`src/rtl/pool_pkg.sv`:
```
package pool_pkg;

	// Datapath geometry
	localparam int DATA_W = 16;
	localparam int LANES = 4;
	localparam int LANE_IDX_W = $clog2(LANES);
	localparam logic [LANE_IDX_W-1:0] LAST_LANE = LANE_IDX_W'(LANES - 1);

	// Window geometry, 1 to 8 atoms per window
	localparam int WIN_LOG2_W = 2;
	localparam int WIN_COUNT_W = 8;
	localparam int ATOM_CNT_W = 2 ** WIN_LOG2_W - 1; // Atom index 0..7 within a window
	localparam int ACC_W = DATA_W + 3; // Sum of 8 words fits without overflow

	typedef enum logic {
		OP_MAX = 1'b0,
		OP_AVG = 1'b1
	} pool_op_e;

	typedef enum logic [1:0] {
		ST_IDLE = 2'd0,
		ST_BUSY = 2'd1,
		ST_DRAIN = 2'd2,
		ST_DONE = 2'd3
	} ctrl_state_e;

	typedef struct packed {
		pool_op_e op;
		logic [WIN_LOG2_W-1:0] win_log2;
		logic [WIN_COUNT_W-1:0] windows; // Windows per command, never zero
	} pool_cmd_t;

	typedef struct packed {
		logic valid;
		logic [DATA_W-1:0] data;
	} word_t;

	typedef logic [LANES-1:0][DATA_W-1:0] atom_t; // Lane 0 in the low word

	typedef struct packed {
		logic valid;
		logic first; // First atom of a window
		logic last; // Last atom of a window
		atom_t atom;
	} atom_strb_t;

endpackage

```
`src/rtl/atom_deserializer.sv`:
```
`timescale 1ns/1ps

module atom_deserializer (
	input logic clk,
	input logic rst,
	input logic i_busy,
	input pool_pkg::word_t i_word,
	output pool_pkg::atom_strb_t o_atom
);

	logic [pool_pkg::LANE_IDX_W-1:0] lane_idx;
	pool_pkg::atom_t shift_q;
	logic valid_q;
	logic take;
	logic wrap;

	assign take = i_busy && i_word.valid; // Words outside a command are dropped
	assign wrap = (lane_idx == pool_pkg::LAST_LANE);

	always_ff @(posedge clk or posedge rst) begin
		if (rst) begin
			lane_idx <= '0;
			valid_q <= 1'b0;
		end else begin
			valid_q <= take && wrap;
			if (!i_busy)
				lane_idx <= '0;
			else if (take)
				lane_idx <= wrap ? '0 : lane_idx + 1'b1;
		end
	end

	// New word enters at the top so lane 0 ends up holding the first word
	always_ff @(posedge clk) begin
		if (take)
			shift_q <= {i_word.data, shift_q[pool_pkg::LANES-1:1]};
	end

	assign o_atom = '{valid: valid_q, first: 1'b0, last: 1'b0, atom: shift_q};

	a_whole_atoms: assert property (
		@(posedge clk) disable iff (rst)
		$fell(i_busy) |-> (lane_idx == '0)
	) else $error("atom_deserializer: command ended with lane index %0d", lane_idx);

endmodule

```
`src/rtl/pool_ctrl.sv`:
```
`timescale 1ns/1ps

module pool_ctrl (
	input logic clk,
	input logic rst,
	input logic i_cmd_valid,
	input pool_pkg::pool_cmd_t i_cmd,
	input logic i_cmd_last,
	input logic i_ser_busy,
	output pool_pkg::pool_cmd_t o_cmd,
	output logic o_busy,
	output logic o_done
);

	pool_pkg::ctrl_state_e state;
	pool_pkg::ctrl_state_e state_d;
	pool_pkg::pool_cmd_t cmd_q;
	logic cmd_accept;

	// A strobe outside idle is dropped
	assign cmd_accept = (state == pool_pkg::ST_IDLE) && i_cmd_valid;

	always_comb begin
		state_d = state;
		case (state)
			pool_pkg::ST_IDLE: begin
				if (cmd_accept)
					state_d = pool_pkg::ST_BUSY;
			end
			pool_pkg::ST_BUSY: begin
				if (i_cmd_last) // Final atom of the final window seen
					state_d = pool_pkg::ST_DRAIN;
			end
			pool_pkg::ST_DRAIN: begin
				// Serializer drops busy while it sends the last result word
				if (!i_ser_busy)
					state_d = pool_pkg::ST_DONE;
			end
			pool_pkg::ST_DONE: begin
				state_d = pool_pkg::ST_IDLE;
			end
			default: begin
				state_d = pool_pkg::ST_IDLE;
			end
		endcase
	end

	always_ff @(posedge clk or posedge rst) begin
		if (rst)
			state <= pool_pkg::ST_IDLE;
		else
			state <= state_d;
	end

	always_ff @(posedge clk) begin
		if (cmd_accept)
			cmd_q <= i_cmd;
	end

	assign o_cmd = cmd_q;
	assign o_busy = (state == pool_pkg::ST_BUSY) || (state == pool_pkg::ST_DRAIN);
	assign o_done = (state == pool_pkg::ST_DONE); // DONE lasts one cycle before IDLE

	a_last_in_busy: assert property (
		@(posedge clk) disable iff (rst)
		i_cmd_last |-> (state == pool_pkg::ST_BUSY)
	) else $error("pool_ctrl: command end seen outside the busy state");

endmodule

```
`src/rtl/pool_engine_top.sv`:
```
`timescale 1ns/1ps

module pool_engine_top (
	input logic clk,
	input logic rst,
	input logic i_cmd_valid,
	input pool_pkg::pool_cmd_t i_cmd,
	input pool_pkg::word_t i_word,
	output pool_pkg::word_t o_word,
	output logic o_busy,
	output logic o_done
);

	pool_pkg::pool_cmd_t cmd_q; // Latched command
	logic busy;
	logic cmd_last;
	logic ser_busy;
	pool_pkg::atom_strb_t raw_atom; // Valid and data only
	pool_pkg::atom_strb_t flag_atom; // With window flags
	logic result_valid;
	pool_pkg::atom_t result;

	pool_ctrl u_ctrl (
		.clk(clk),
		.rst(rst),
		.i_cmd_valid(i_cmd_valid),
		.i_cmd(i_cmd),
		.i_cmd_last(cmd_last),
		.i_ser_busy(ser_busy),
		.o_cmd(cmd_q),
		.o_busy(busy),
		.o_done(o_done)
	);

	atom_deserializer u_deser (
		.clk(clk),
		.rst(rst),
		.i_busy(busy),
		.i_word(i_word),
		.o_atom(raw_atom)
	);

	window_counter u_win_cnt (
		.clk(clk),
		.rst(rst),
		.i_busy(busy),
		.i_cmd(cmd_q),
		.i_atom(raw_atom),
		.o_atom(flag_atom),
		.o_cmd_last(cmd_last)
	);

	pool_lanes u_lanes (
		.clk(clk),
		.rst(rst),
		.i_cmd(cmd_q),
		.i_atom(flag_atom),
		.o_result_valid(result_valid),
		.o_result(result)
	);

	result_serializer u_ser (
		.clk(clk),
		.rst(rst),
		.i_result_valid(result_valid),
		.i_result(result),
		.o_word(o_word),
		.o_busy(ser_busy)
	);

	assign o_busy = busy;

endmodule

```
`src/rtl/pool_lanes.sv`:
```
`timescale 1ns/1ps

module pool_lanes (
	input logic clk,
	input logic rst,
	input pool_pkg::pool_cmd_t i_cmd,
	input pool_pkg::atom_strb_t i_atom,
	output logic o_result_valid,
	output pool_pkg::atom_t o_result
);

	always_ff @(posedge clk or posedge rst) begin
		if (rst)
			o_result_valid <= 1'b0;
		else
			o_result_valid <= i_atom.valid && i_atom.last;
	end

	for (genvar g = 0; g < pool_pkg::LANES; g++) begin : g_lane
		logic [pool_pkg::ACC_W-1:0] word_ext;
		logic [pool_pkg::ACC_W-1:0] acc_q;
		logic [pool_pkg::ACC_W-1:0] acc_d;
		logic [pool_pkg::ACC_W-1:0] avg;
		logic [pool_pkg::DATA_W-1:0] res_q;

		assign word_ext = {{(pool_pkg::ACC_W - pool_pkg::DATA_W){1'b0}}, i_atom.atom[g]};

		// Next accumulator value, including the current atom
		always_comb begin
			if (i_atom.first)
				acc_d = word_ext; // First atom of a window restarts the lane
			else if (i_cmd.op == pool_pkg::OP_MAX)
				acc_d = (word_ext > acc_q) ? word_ext : acc_q; // Unsigned compare
			else
				acc_d = acc_q + word_ext;
		end

		assign avg = acc_d >> i_cmd.win_log2; // Rounds down

		always_ff @(posedge clk) begin
			if (i_atom.valid) begin
				acc_q <= acc_d;
				if (i_atom.last) begin
					if (i_cmd.op == pool_pkg::OP_MAX)
						res_q <= acc_d[pool_pkg::DATA_W-1:0];
					else
						res_q <= avg[pool_pkg::DATA_W-1:0];
				end
			end
		end

		assign o_result[g] = res_q;
	end

endmodule

```
`src/rtl/result_serializer.sv`:
```
`timescale 1ns/1ps

module result_serializer (
	input logic clk,
	input logic rst,
	input logic i_result_valid,
	input pool_pkg::atom_t i_result,
	output pool_pkg::word_t o_word,
	output logic o_busy
);

	logic [pool_pkg::LANE_IDX_W-1:0] remain; // Words still to send after the current one
	pool_pkg::atom_t shift_q;
	logic [pool_pkg::DATA_W-1:0] data_q;
	logic valid_q;

	always_ff @(posedge clk or posedge rst) begin
		if (rst) begin
			remain <= '0;
			valid_q <= 1'b0;
		end else if (i_result_valid) begin
			remain <= pool_pkg::LAST_LANE;
			valid_q <= 1'b1;
		end else if (remain != '0) begin
			remain <= remain - 1'b1;
			valid_q <= 1'b1;
		end else begin
			valid_q <= 1'b0;
		end
	end

	// Lane 0 goes out right after the load, the rest shift down one per cycle
	always_ff @(posedge clk) begin
		if (i_result_valid) begin
			data_q <= i_result[0];
			shift_q <= i_result >> pool_pkg::DATA_W;
		end else if (remain != '0) begin
			data_q <= shift_q[0];
			shift_q <= shift_q >> pool_pkg::DATA_W;
		end
	end

	assign o_word = '{valid: valid_q, data: data_q};

	// Low during the last word so the controller can finish on the next cycle
	assign o_busy = i_result_valid || (remain != '0);

	a_no_load_busy: assert property (
		@(posedge clk) disable iff (rst)
		i_result_valid |-> (remain == '0)
	) else $error("result_serializer: new result while words still pending");

endmodule

```
`src/rtl/window_counter.sv`:
```
`timescale 1ns/1ps

module window_counter (
	input logic clk,
	input logic rst,
	input logic i_busy,
	input pool_pkg::pool_cmd_t i_cmd,
	input pool_pkg::atom_strb_t i_atom,
	output pool_pkg::atom_strb_t o_atom,
	output logic o_cmd_last
);

	logic [pool_pkg::ATOM_CNT_W-1:0] atom_cnt;
	logic [pool_pkg::WIN_COUNT_W-1:0] win_cnt;
	logic at_last;
	logic final_win;

	// Window end when the next count would reach 2**win_log2
	assign at_last = ({1'b0, atom_cnt} + 1'b1) ==
		({{pool_pkg::ATOM_CNT_W{1'b0}}, 1'b1} << i_cmd.win_log2);
	assign final_win = (win_cnt == i_cmd.windows - 1'b1);

	always_ff @(posedge clk or posedge rst) begin
		if (rst) begin
			atom_cnt <= '0;
			win_cnt <= '0;
		end else if (!i_busy) begin
			atom_cnt <= '0; // Ready for the next command
			win_cnt <= '0;
		end else if (i_atom.valid) begin
			if (at_last) begin
				atom_cnt <= '0;
				win_cnt <= win_cnt + 1'b1;
			end else begin
				atom_cnt <= atom_cnt + 1'b1;
			end
		end
	end

	// Flags are added in the same cycle as the atom
	always_comb begin
		o_atom = i_atom;
		o_atom.first = (atom_cnt == '0);
		o_atom.last = at_last;
	end

	assign o_cmd_last = i_atom.valid && at_last && final_win;

	a_atom_when_busy: assert property (
		@(posedge clk) disable iff (rst)
		i_atom.valid |-> i_busy
	) else $error("window_counter: atom strobe outside a command");

endmodule

```
`config.mk`:
```
export PLATFORM = sky130hd
export DESIGN_NAME = pool_engine_top
export DESIGN_NICKNAME = d
export VERILOG_FILES = /design/src/rtl/pool_pkg.sv /design/src/rtl/atom_deserializer.sv /design/src/rtl/pool_ctrl.sv /design/src/rtl/pool_engine_top.sv /design/src/rtl/pool_lanes.sv /design/src/rtl/result_serializer.sv /design/src/rtl/window_counter.sv
export SDC_FILE = /design/constraint.sdc
export NUM_CORES = 1
export LEC_CHECK = 0
export CAP_MARGIN = 20
export CORE_MARGIN = 2
export CORE_UTILIZATION = 35
export CTS_BUF_LIST = sky130_fd_sc_hd__clkbuf_4 sky130_fd_sc_hd__clkbuf_8 sky130_fd_sc_hd__clkbuf_16
export DETAILED_ROUTE_END_ITERATION = 10
export DONT_BUFFER_PORTS = 1
export GPL_ROUTABILITY_DRIVEN = 0
export PLACE_DENSITY = 0.57
export SLEW_MARGIN = 25
export SYNTH_ARGS = -nofsm -noshare
export SYNTH_HDL_FRONTEND = slang
export SYNTH_SLANG_ARGS = --single-unit
```
`constraint.sdc`:
```
create_clock -name clk -period 6.4 [get_ports clk]
set_input_delay 0.32 -clock clk [delete_from_list [all_inputs] [get_ports clk]]
set_output_delay 0.32 -clock clk [all_outputs]
set_load 0.03 [all_outputs]
```
==> qor.yml, run 1 <==
outcome:
  status: "completed"
cells_and_area:
  layout-drive-gt1-share_pct: 10.1
  n_antenna_cell: 0
  multi_input_area_um2: 9600
  fin_nets: 2029
  area_delta_synth_final_pct: 11.8
  seq_area_um2: 8880
  fillCellCount: 5294
  final_area_um2: 21700
  fin_cells: 2630
synth:
  synth_top_family_by_area: "compound AO/OA/AOI/OAI gates"
  synthFlopType: "edfxtp_1"
  netlist_top_cells_area: "edfxtp_1, ha_1, mux2_2, inv_1, nor2_1"
  netlist_top_cells_count: "edfxtp_1, inv_1, nor2_1"
  synthMuxAreaShare_pct: 5.12
  yosysTopAreaCellShare_pct: 43.1
  synth_compound_area_share_pct: 18.1
  synthSimpleGateAreaFrac_pct: 13.3
  ys_seq_area_share_pct: 45.7
  synth.most_common_cell: "edfxtp_1"
  ys_types: 96
  netlist_area_um2: 19400
  synthCells: 1857
  synth_edf_count: 279
  synth.largest_area_cell: "edfxtp_1"
  synth_fp_nets: 2031
  synth_fa_ha_area_share_pct: 9.37
  postSynthAreaPerCell_um2: 10.5
  async_flop_share_pct: 6.69
  synth_xor_area_share_pct: 3.43
  yosysWarningCount: 0
  synth-seq-cells: 299
worst_setup_path:
  crit_path_max_fanout: 15
  critical_path_class: "reg2reg"
  worstRegToRegCells: 10
  cp-startpoint: "u_deser.o_atom[62]"
  r2r_slack_ns: 2.31
  critical_path_buf_inv_count: 0
  start_kind: "flop"
  critical_path.cell_chain: "ha_1 > and3_1 > nand4_1 > nand2b_1 > and2_1 > a21oi_4 > nor4_1 > a211oi_1 > mux2i_1 > a221oi_1"
  cp.required_ns: 6.70
  r2r-start: "u_deser.o_atom[62]"
  cp_top_family: "compound AO/OA/AOI/OAI gates"
  r2r_end: "u_lanes.g_lane[3].res_q[5]"
  crit_end: "u_lanes.g_lane[3].res_q[5]"
  cp_slowest_stage_delay_ns: 0.86
  cp_num_cells: 10
  critPathSlowestCell: "a211oi_1"
  crit_arrival_ns: 4.38
  endpoint_kind: "flop"
grt:
  grt_pass1_wl_um: 88300
  grt.total_usage_pct: 19.8
  grt-ovfl-total: 0
  antenna_found_initial: 0
  grt_start_max_net_pins: 69
  grt_pass1_vias: 14900
timing:
  fmax_mhz: 245
  finalCritPeriodShare_pct: 63.8
  setup_violations: 0
  skew_ns: 0.0286
  relSlewSlack_pct: 31.8
  rsz0062_at_grt: "no"
  worst_pin_slew_ns: 1.02
  min_period_ns: 4.09
  holdWs_ns: 0.153
  drv_slew: 0
  fin_tns_setup_ns: 0
  finalHoldViolations: 0
floorplanning:
  start_util_pct: 35.3
  die_w_um: 240
  die_y_um: 240
  ios: 50
  rows: 86
  dieArea_um2: 57400
  core_area_um2: 55000
power:
  power_frac_clock_pct: 24.4
  power.switching_w: 0.00344
  p_comb_share_pct: 37.9
  pwr_density_cell_nw_per_um2: 404
  p_int_w: 0.00533
  seq_power_share_pct: 37.7
  p_leak_nw: 8.26
  p_sw_share_pct: 39.2
  ir_drop_v: 0.000399
clock_tree:
  clock_sink_count: 299
  insertion_delay_ns: 0.55
  cts_root_buf: "clkbuf_16"
  cts-htree-levels: 2
  cts_made_buffers: 36
  ctsResizeCount: 0
  clockBufferDepth: 3
  cts_tree: "yes"
  path_clk_slew_ns: 0.06
detailed_routing:
  final_antenna_net_count: 0
  routedWlPerCell_um: 21.6
  num_vias: 15100
  vias_per_cell: 5.75
  first_iter_violations: 1577
  drt_wl_total_um: 56900
  route.detailed.drc: 0
  dr.pass1.iters: 7
placed_design:
  port_buffers: 0
  placed_area_um2: 20200
  dp_hpwl_um: 40600
  placed_cells: 2536
job:
  drv_cap: 0
hold_path:
  min_from: "i_cmd_valid"
  hp-class: "in2reg"
power groups by stage:
stage               sequential, W  combinational (W)  clock, W
floorplan                 0.00318            0.00239         0
CTS                       0.00330            0.00329   0.00219
finish                    0.00330            0.00332   0.00214
global route              0.00335            0.00363   0.00226
detailed placement        0.00334            0.00326         0
global placement          0.00333            0.00322         0
per-stage QoR:
step	total power (W)	worst slack, ns	utilization, %
3_5_place_dp	0.00660	2.36	36.7
4_1_cts	0.00879	2.33	39.5
3_3_place_gp	0.00656	2.46	36.7
6_report	0.00877	2.31	39.5
5_1_grt	0.00925	2.03	39.5
2_1_floorplan	0.00557	2.16	-
area by class of cell:
cell class / count / share of cell area, %
Multi-Input combinational cell: 1309 / 44.2
Sequential cell: 299 / 40.9
Clock buffer: 41 / 4.32
Tap cell: 748 / 4.31
Inverter: 156 / 2.70
Timing Repair Buffer: 53 / 2.17
Clock inverter: 24 / 1.34
layout by cell type, fill, tap and decap left out, types with 17 or more instances in the layout:
master           n
nor2_1         139
o22ai_1         55
nand2b_1        17
dfrtp_1         18
o21ai_0         60
nor3_1          71
xor2_1          29
buf_4           24
nor2b_1         25
clkbuf_16       36
a22oi_1         20
and2_1          35
nand3_1         37
a211oi_1        26
mux2i_1         36
dlygate4sd3_1   29
ha_1           139
nand2_1         76
o211ai_1        18
mux2_2          53
inv_1          153
edfxtp_1       279
a21oi_1         99
xnor2_1         47
cell families after synthesis:
group / Yosys count
AOI/OAI and AO/OA: 491
and+or+nand+nor: 508
xor gates and xnor gates: 76
muxes: 91
adders and majority gates: 143
buffers and inverters: 249
DFF: 299
worst min path at each step:
stage                      endpoint  slack (ns)  cells after the start
floorplan           u_ctrl.state[0]        0.28                      1
global placement      u_ser.valid_q        0.39                      1
detailed placement    u_ser.valid_q        0.40                      1
CTS                 u_ctrl.state[0]        0.12                      3
global route        u_ctrl.state[0]        0.16                      3
finish              u_ctrl.state[0]        0.15                      3
registers in the layout (all words and copies together), names as in the netlist:
register and cells:
u_ser.shift_q 48, u_win_cnt.atom_cnt 3, u_deser.lane_idx 2, u_deser.valid_q 1, u_ctrl.o_cmd 11, u_win_cnt.win_cnt 8
u_lanes.g_lane.acc_q 76, u_lanes.o_result_valid 1, u_ctrl.state 2, u_ser.valid_q 1, u_deser.o_atom 64, u_ser.remain 2
u_lanes.g_lane.res_q 64, u_ser.data_q 16
layer usage:
metal	part of all wire (%)	global-route usage (%)	up-vias
met2	46	32.0	645
met3	6.2	2.85	165
met4	5.2	9.85	0
met5	0	0	-
li1	-	-	6983
met1	42	25.9	7335
worst min-delay path: cells and delay by family:
kind,cells,cell delay (ns)
buffers and inverters,1,0.04
AO/OA/AOI/OAI,2,0.30
repair_timing:
| item | in CTS | in global routing |
|---|---|---|
| hold buffers | 29 | 0 |
| setup buffers | 0 | 0 |
| setup endpoints to repair | 0 | 0 |
| endpoints found under the hold margin | 50 | 0 |
(Power assumes the default switching activity.)
==> run 2, diff against run 1 <==
==> constraint.sdc (replaced) <==
create_clock -name clk -period 4.29 [get_ports clk]
set_input_delay 0.2145 -clock clk [delete_from_list [all_inputs] [get_ports clk]]
set_output_delay 0.2145 -clock clk [all_outputs]
set_load 0.03 [all_outputs]
==> run 2 against run 1 <==
  * Sequential power increased by 49%
  * Flip-flop and latch count did not move
  * Routed wire length rose by 1.7%
  * Total power is 48% higher
  * Design area up 0.49%
  * Clock skew shrank 0.011 ns
  * Combinational power is 52% higher
  * Hold slack worse by 0.11 ns
  * Die area is the same
  * Clock power grew 41%
  * Critical endpoint is now u_lanes.g_lane[3].res_q[9]
==> qor.yml, run 2 (same netlist as run 1, synthesis figures left out) <==
outcome:
  status: "completed"
timing:
  relSlewSlack_pct: 32.6  # +0.70 points
  worst_pin_slew_ns: 1.01  # -0.00688 ns
  setup_violations: 0  # unchanged
  drv_slew: 0  # unchanged
  rsz0062_at_grt: "no"
  fmax_mhz: 248  # +1.3%
  holdWs_ns: 0.0460  # -0.107 ns
  finalHoldViolations: 0  # unchanged
  fin_tns_setup_ns: 0  # unchanged
  skew_ns: 0.0180  # -0.0106 ns
  finalCritPeriodShare_pct: 94.0  # +30 points
  min_period_ns: 4.03  # -0.0522 ns
worst_setup_path:
  crit_arrival_ns: 4.36  # -0.02 ns
  critical_path_class: "reg2reg"
  critPathSlowestCell: "a211oi_1"
  cp_slowest_stage_delay_ns: 0.74  # -0.12 ns
  start_kind: "flop"
  endpoint_kind: "flop"
  crit_top_cell: "o22ai_1"
  cp.required_ns: 4.62  # -2.08 ns
  critical_path.cell_chain: "ha_1 > and3_1 > nand4_1 > nand2b_1 > and2_1 > a21oi_4 > o22ai_1 > a211oi_1 > o22ai_1 > a21oi_1"
  crit_path_max_fanout: 15  # unchanged
  worstRegToRegCells: 10  # unchanged
floorplanning:
  die_y_um: 240  # unchanged
  dieArea_um2: 57400  # unchanged
  start_util_pct: 35.3  # unchanged
  core_area_um2: 55000  # unchanged
  die_w_um: 240  # unchanged
  ios: 50  # unchanged
  rows: 86  # unchanged
cells_and_area:
  fin_nets: 2046  # +0.84%
  largest_reg_flops: 76  # unchanged
  max_flop_register: "u_lanes.g_lane.acc_q"
  final_cell_mix: "edfxtp_1, inv_1, nor2_1"
  n_antenna_cell: 0  # unchanged
  layout_commonest_cell: "edfxtp_1"
  area_delta_synth_final_pct: 12.3
  layout-drive-gt1-share_pct: 10.6  # +0.49 points
detailed_routing:
  drt_wl_total_um: 57900  # +1.7%
  final_antenna_net_count: 0  # unchanged
  routedWlPerCell_um: 21.9  # +1.1%
  first_iter_violations: 1493  # -5.3%
  num_vias: 15100  # +0.059%
  route.detailed.drc: 0  # unchanged
  dr.pass1.iters: 5  # -2
  vias_per_cell: 5.72  # -0.55%
grt:
  grt_pass1_vias: 15000  # +0.36%
  grt_start_max_net_pins: 96  # +39%
  grt.total_usage_pct: 20.1  # +0.36 points
  antenna_found_initial: 0  # unchanged
  grt-ovfl-total: 0  # unchanged
  grt_pass1_wl_um: 89200  # +1.0%
clock_tree:
  path_clk_slew_ns: 0.06  # about the same
  insertion_delay_ns: 0.54  # about the same
  clock_sink_count: 299  # unchanged
  cts_made_buffers: 35  # -2.8%
  cts_setup_buffers: 0  # unchanged
  cts-htree-levels: 2  # unchanged
  cts_tree: "yes"
  clockBufferDepth: 3  # unchanged
  cts_root_buf: "clkbuf_16"
power:
  pwr_density_cell_nw_per_um2: 596  # +47%
  p_leak_nw: 8.33  # +0.75%
  ir_drop_v: 0.000312  # -22%
  p_total_w: 0.0130  # +48%
hold_path:
  hp-class: "in2reg"
  worstHoldPathCells: 3  # unchanged
job:
  drv_cap: 0  # unchanged
placed_design:
  port_buffers: 0  # unchanged
  dp_hpwl_um: 41200  # +1.5%
run 2: cell count changes in the layout (fill, tap and decap cells not counted), moves of 2 or more:
cell	before	now
bufinv_16	5	3
buf_12	0	2
clkinv_2	6	4
clkinv_1	4	9
buf_4	24	39
nor2_2	3	1
run 2: per-stage QoR:
step	utilization (%)	worst slack, ns	std cells	instance area [µm²]
after floorplan	-	0.0542	1857	19400
after global placement	37.0	0.202	2553	20300
after detailed placement	37.0	0.172	2553	20300
after CTS	39.6	0.149	2645	21800
after global routing	39.7	0.0582	2646	21800
final	39.7	0.257	2646	21800
run 2: critical path: cells and delay by family (launching register included):
family	cells	cell delay, ns
AOI/OAI and AO/OA	5	1.83
adders and majority gates	1	0.51
DFF	1	0.53
and+or+nand+nor	4	0.95
run 2: per-layer routing:
metal	vias to the layer above	part of all wire, %	global-route usage [%]
met5	-	0	0
met4	0	4.2	8.45
met3	139	5.9	2.98
met2	589	47	33.0
met1	7383	43	26.6
li1	7026	-	-
run 2: what timing repair did:
| item | in CTS | in global routing |
|---|---|---|
| hold endpoints to repair | 50 | 0 |
| hold buffers | 29 | 0 |
| endpoints found under the setup margin | 0 | 2 |
| resized for setup | 0 | 1 |
run 2: report_power, final:
group          internal (W)  switching (W)  leakage [nW]
Clock               0.00177        0.00125         0.556
Combinational       0.00189        0.00317          4.83
Sequential          0.00422       0.000696          2.94
run 2: area by class of cell:
| type | instances | area (µm²) |
|---|---|---|
| Clock buffer | 41 | 945 |
| Clock inverter | 22 | 204 |
| Fill cell | 5251 | 33200 |
| Inverter | 156 | 586 |
| Multi-Input combinational cell | 1309 | 9600 |
| Sequential cell | 299 | 8880 |
| Tap cell | 748 | 936 |
| Timing Repair Buffer | 71 | 651 |
run 2: path summary, 6_finish.rpt:
check | start | endpoint | slack, ns
max | u_deser.o_atom[62] | u_lanes.g_lane[3].res_q[9] | 0.26
min | i_cmd_valid | u_ctrl.state[0] | 0.05
min in group asynchronous | rst | u_ctrl.state[0] | 0.28
min reg2reg | u_deser.o_atom[43] | u_deser.o_atom[27] | 0.53
max reg2reg | u_deser.o_atom[62] | u_lanes.g_lane[3].res_q[9] | 0.26
max in group asynchronous | rst | u_deser.valid_q | 3.47
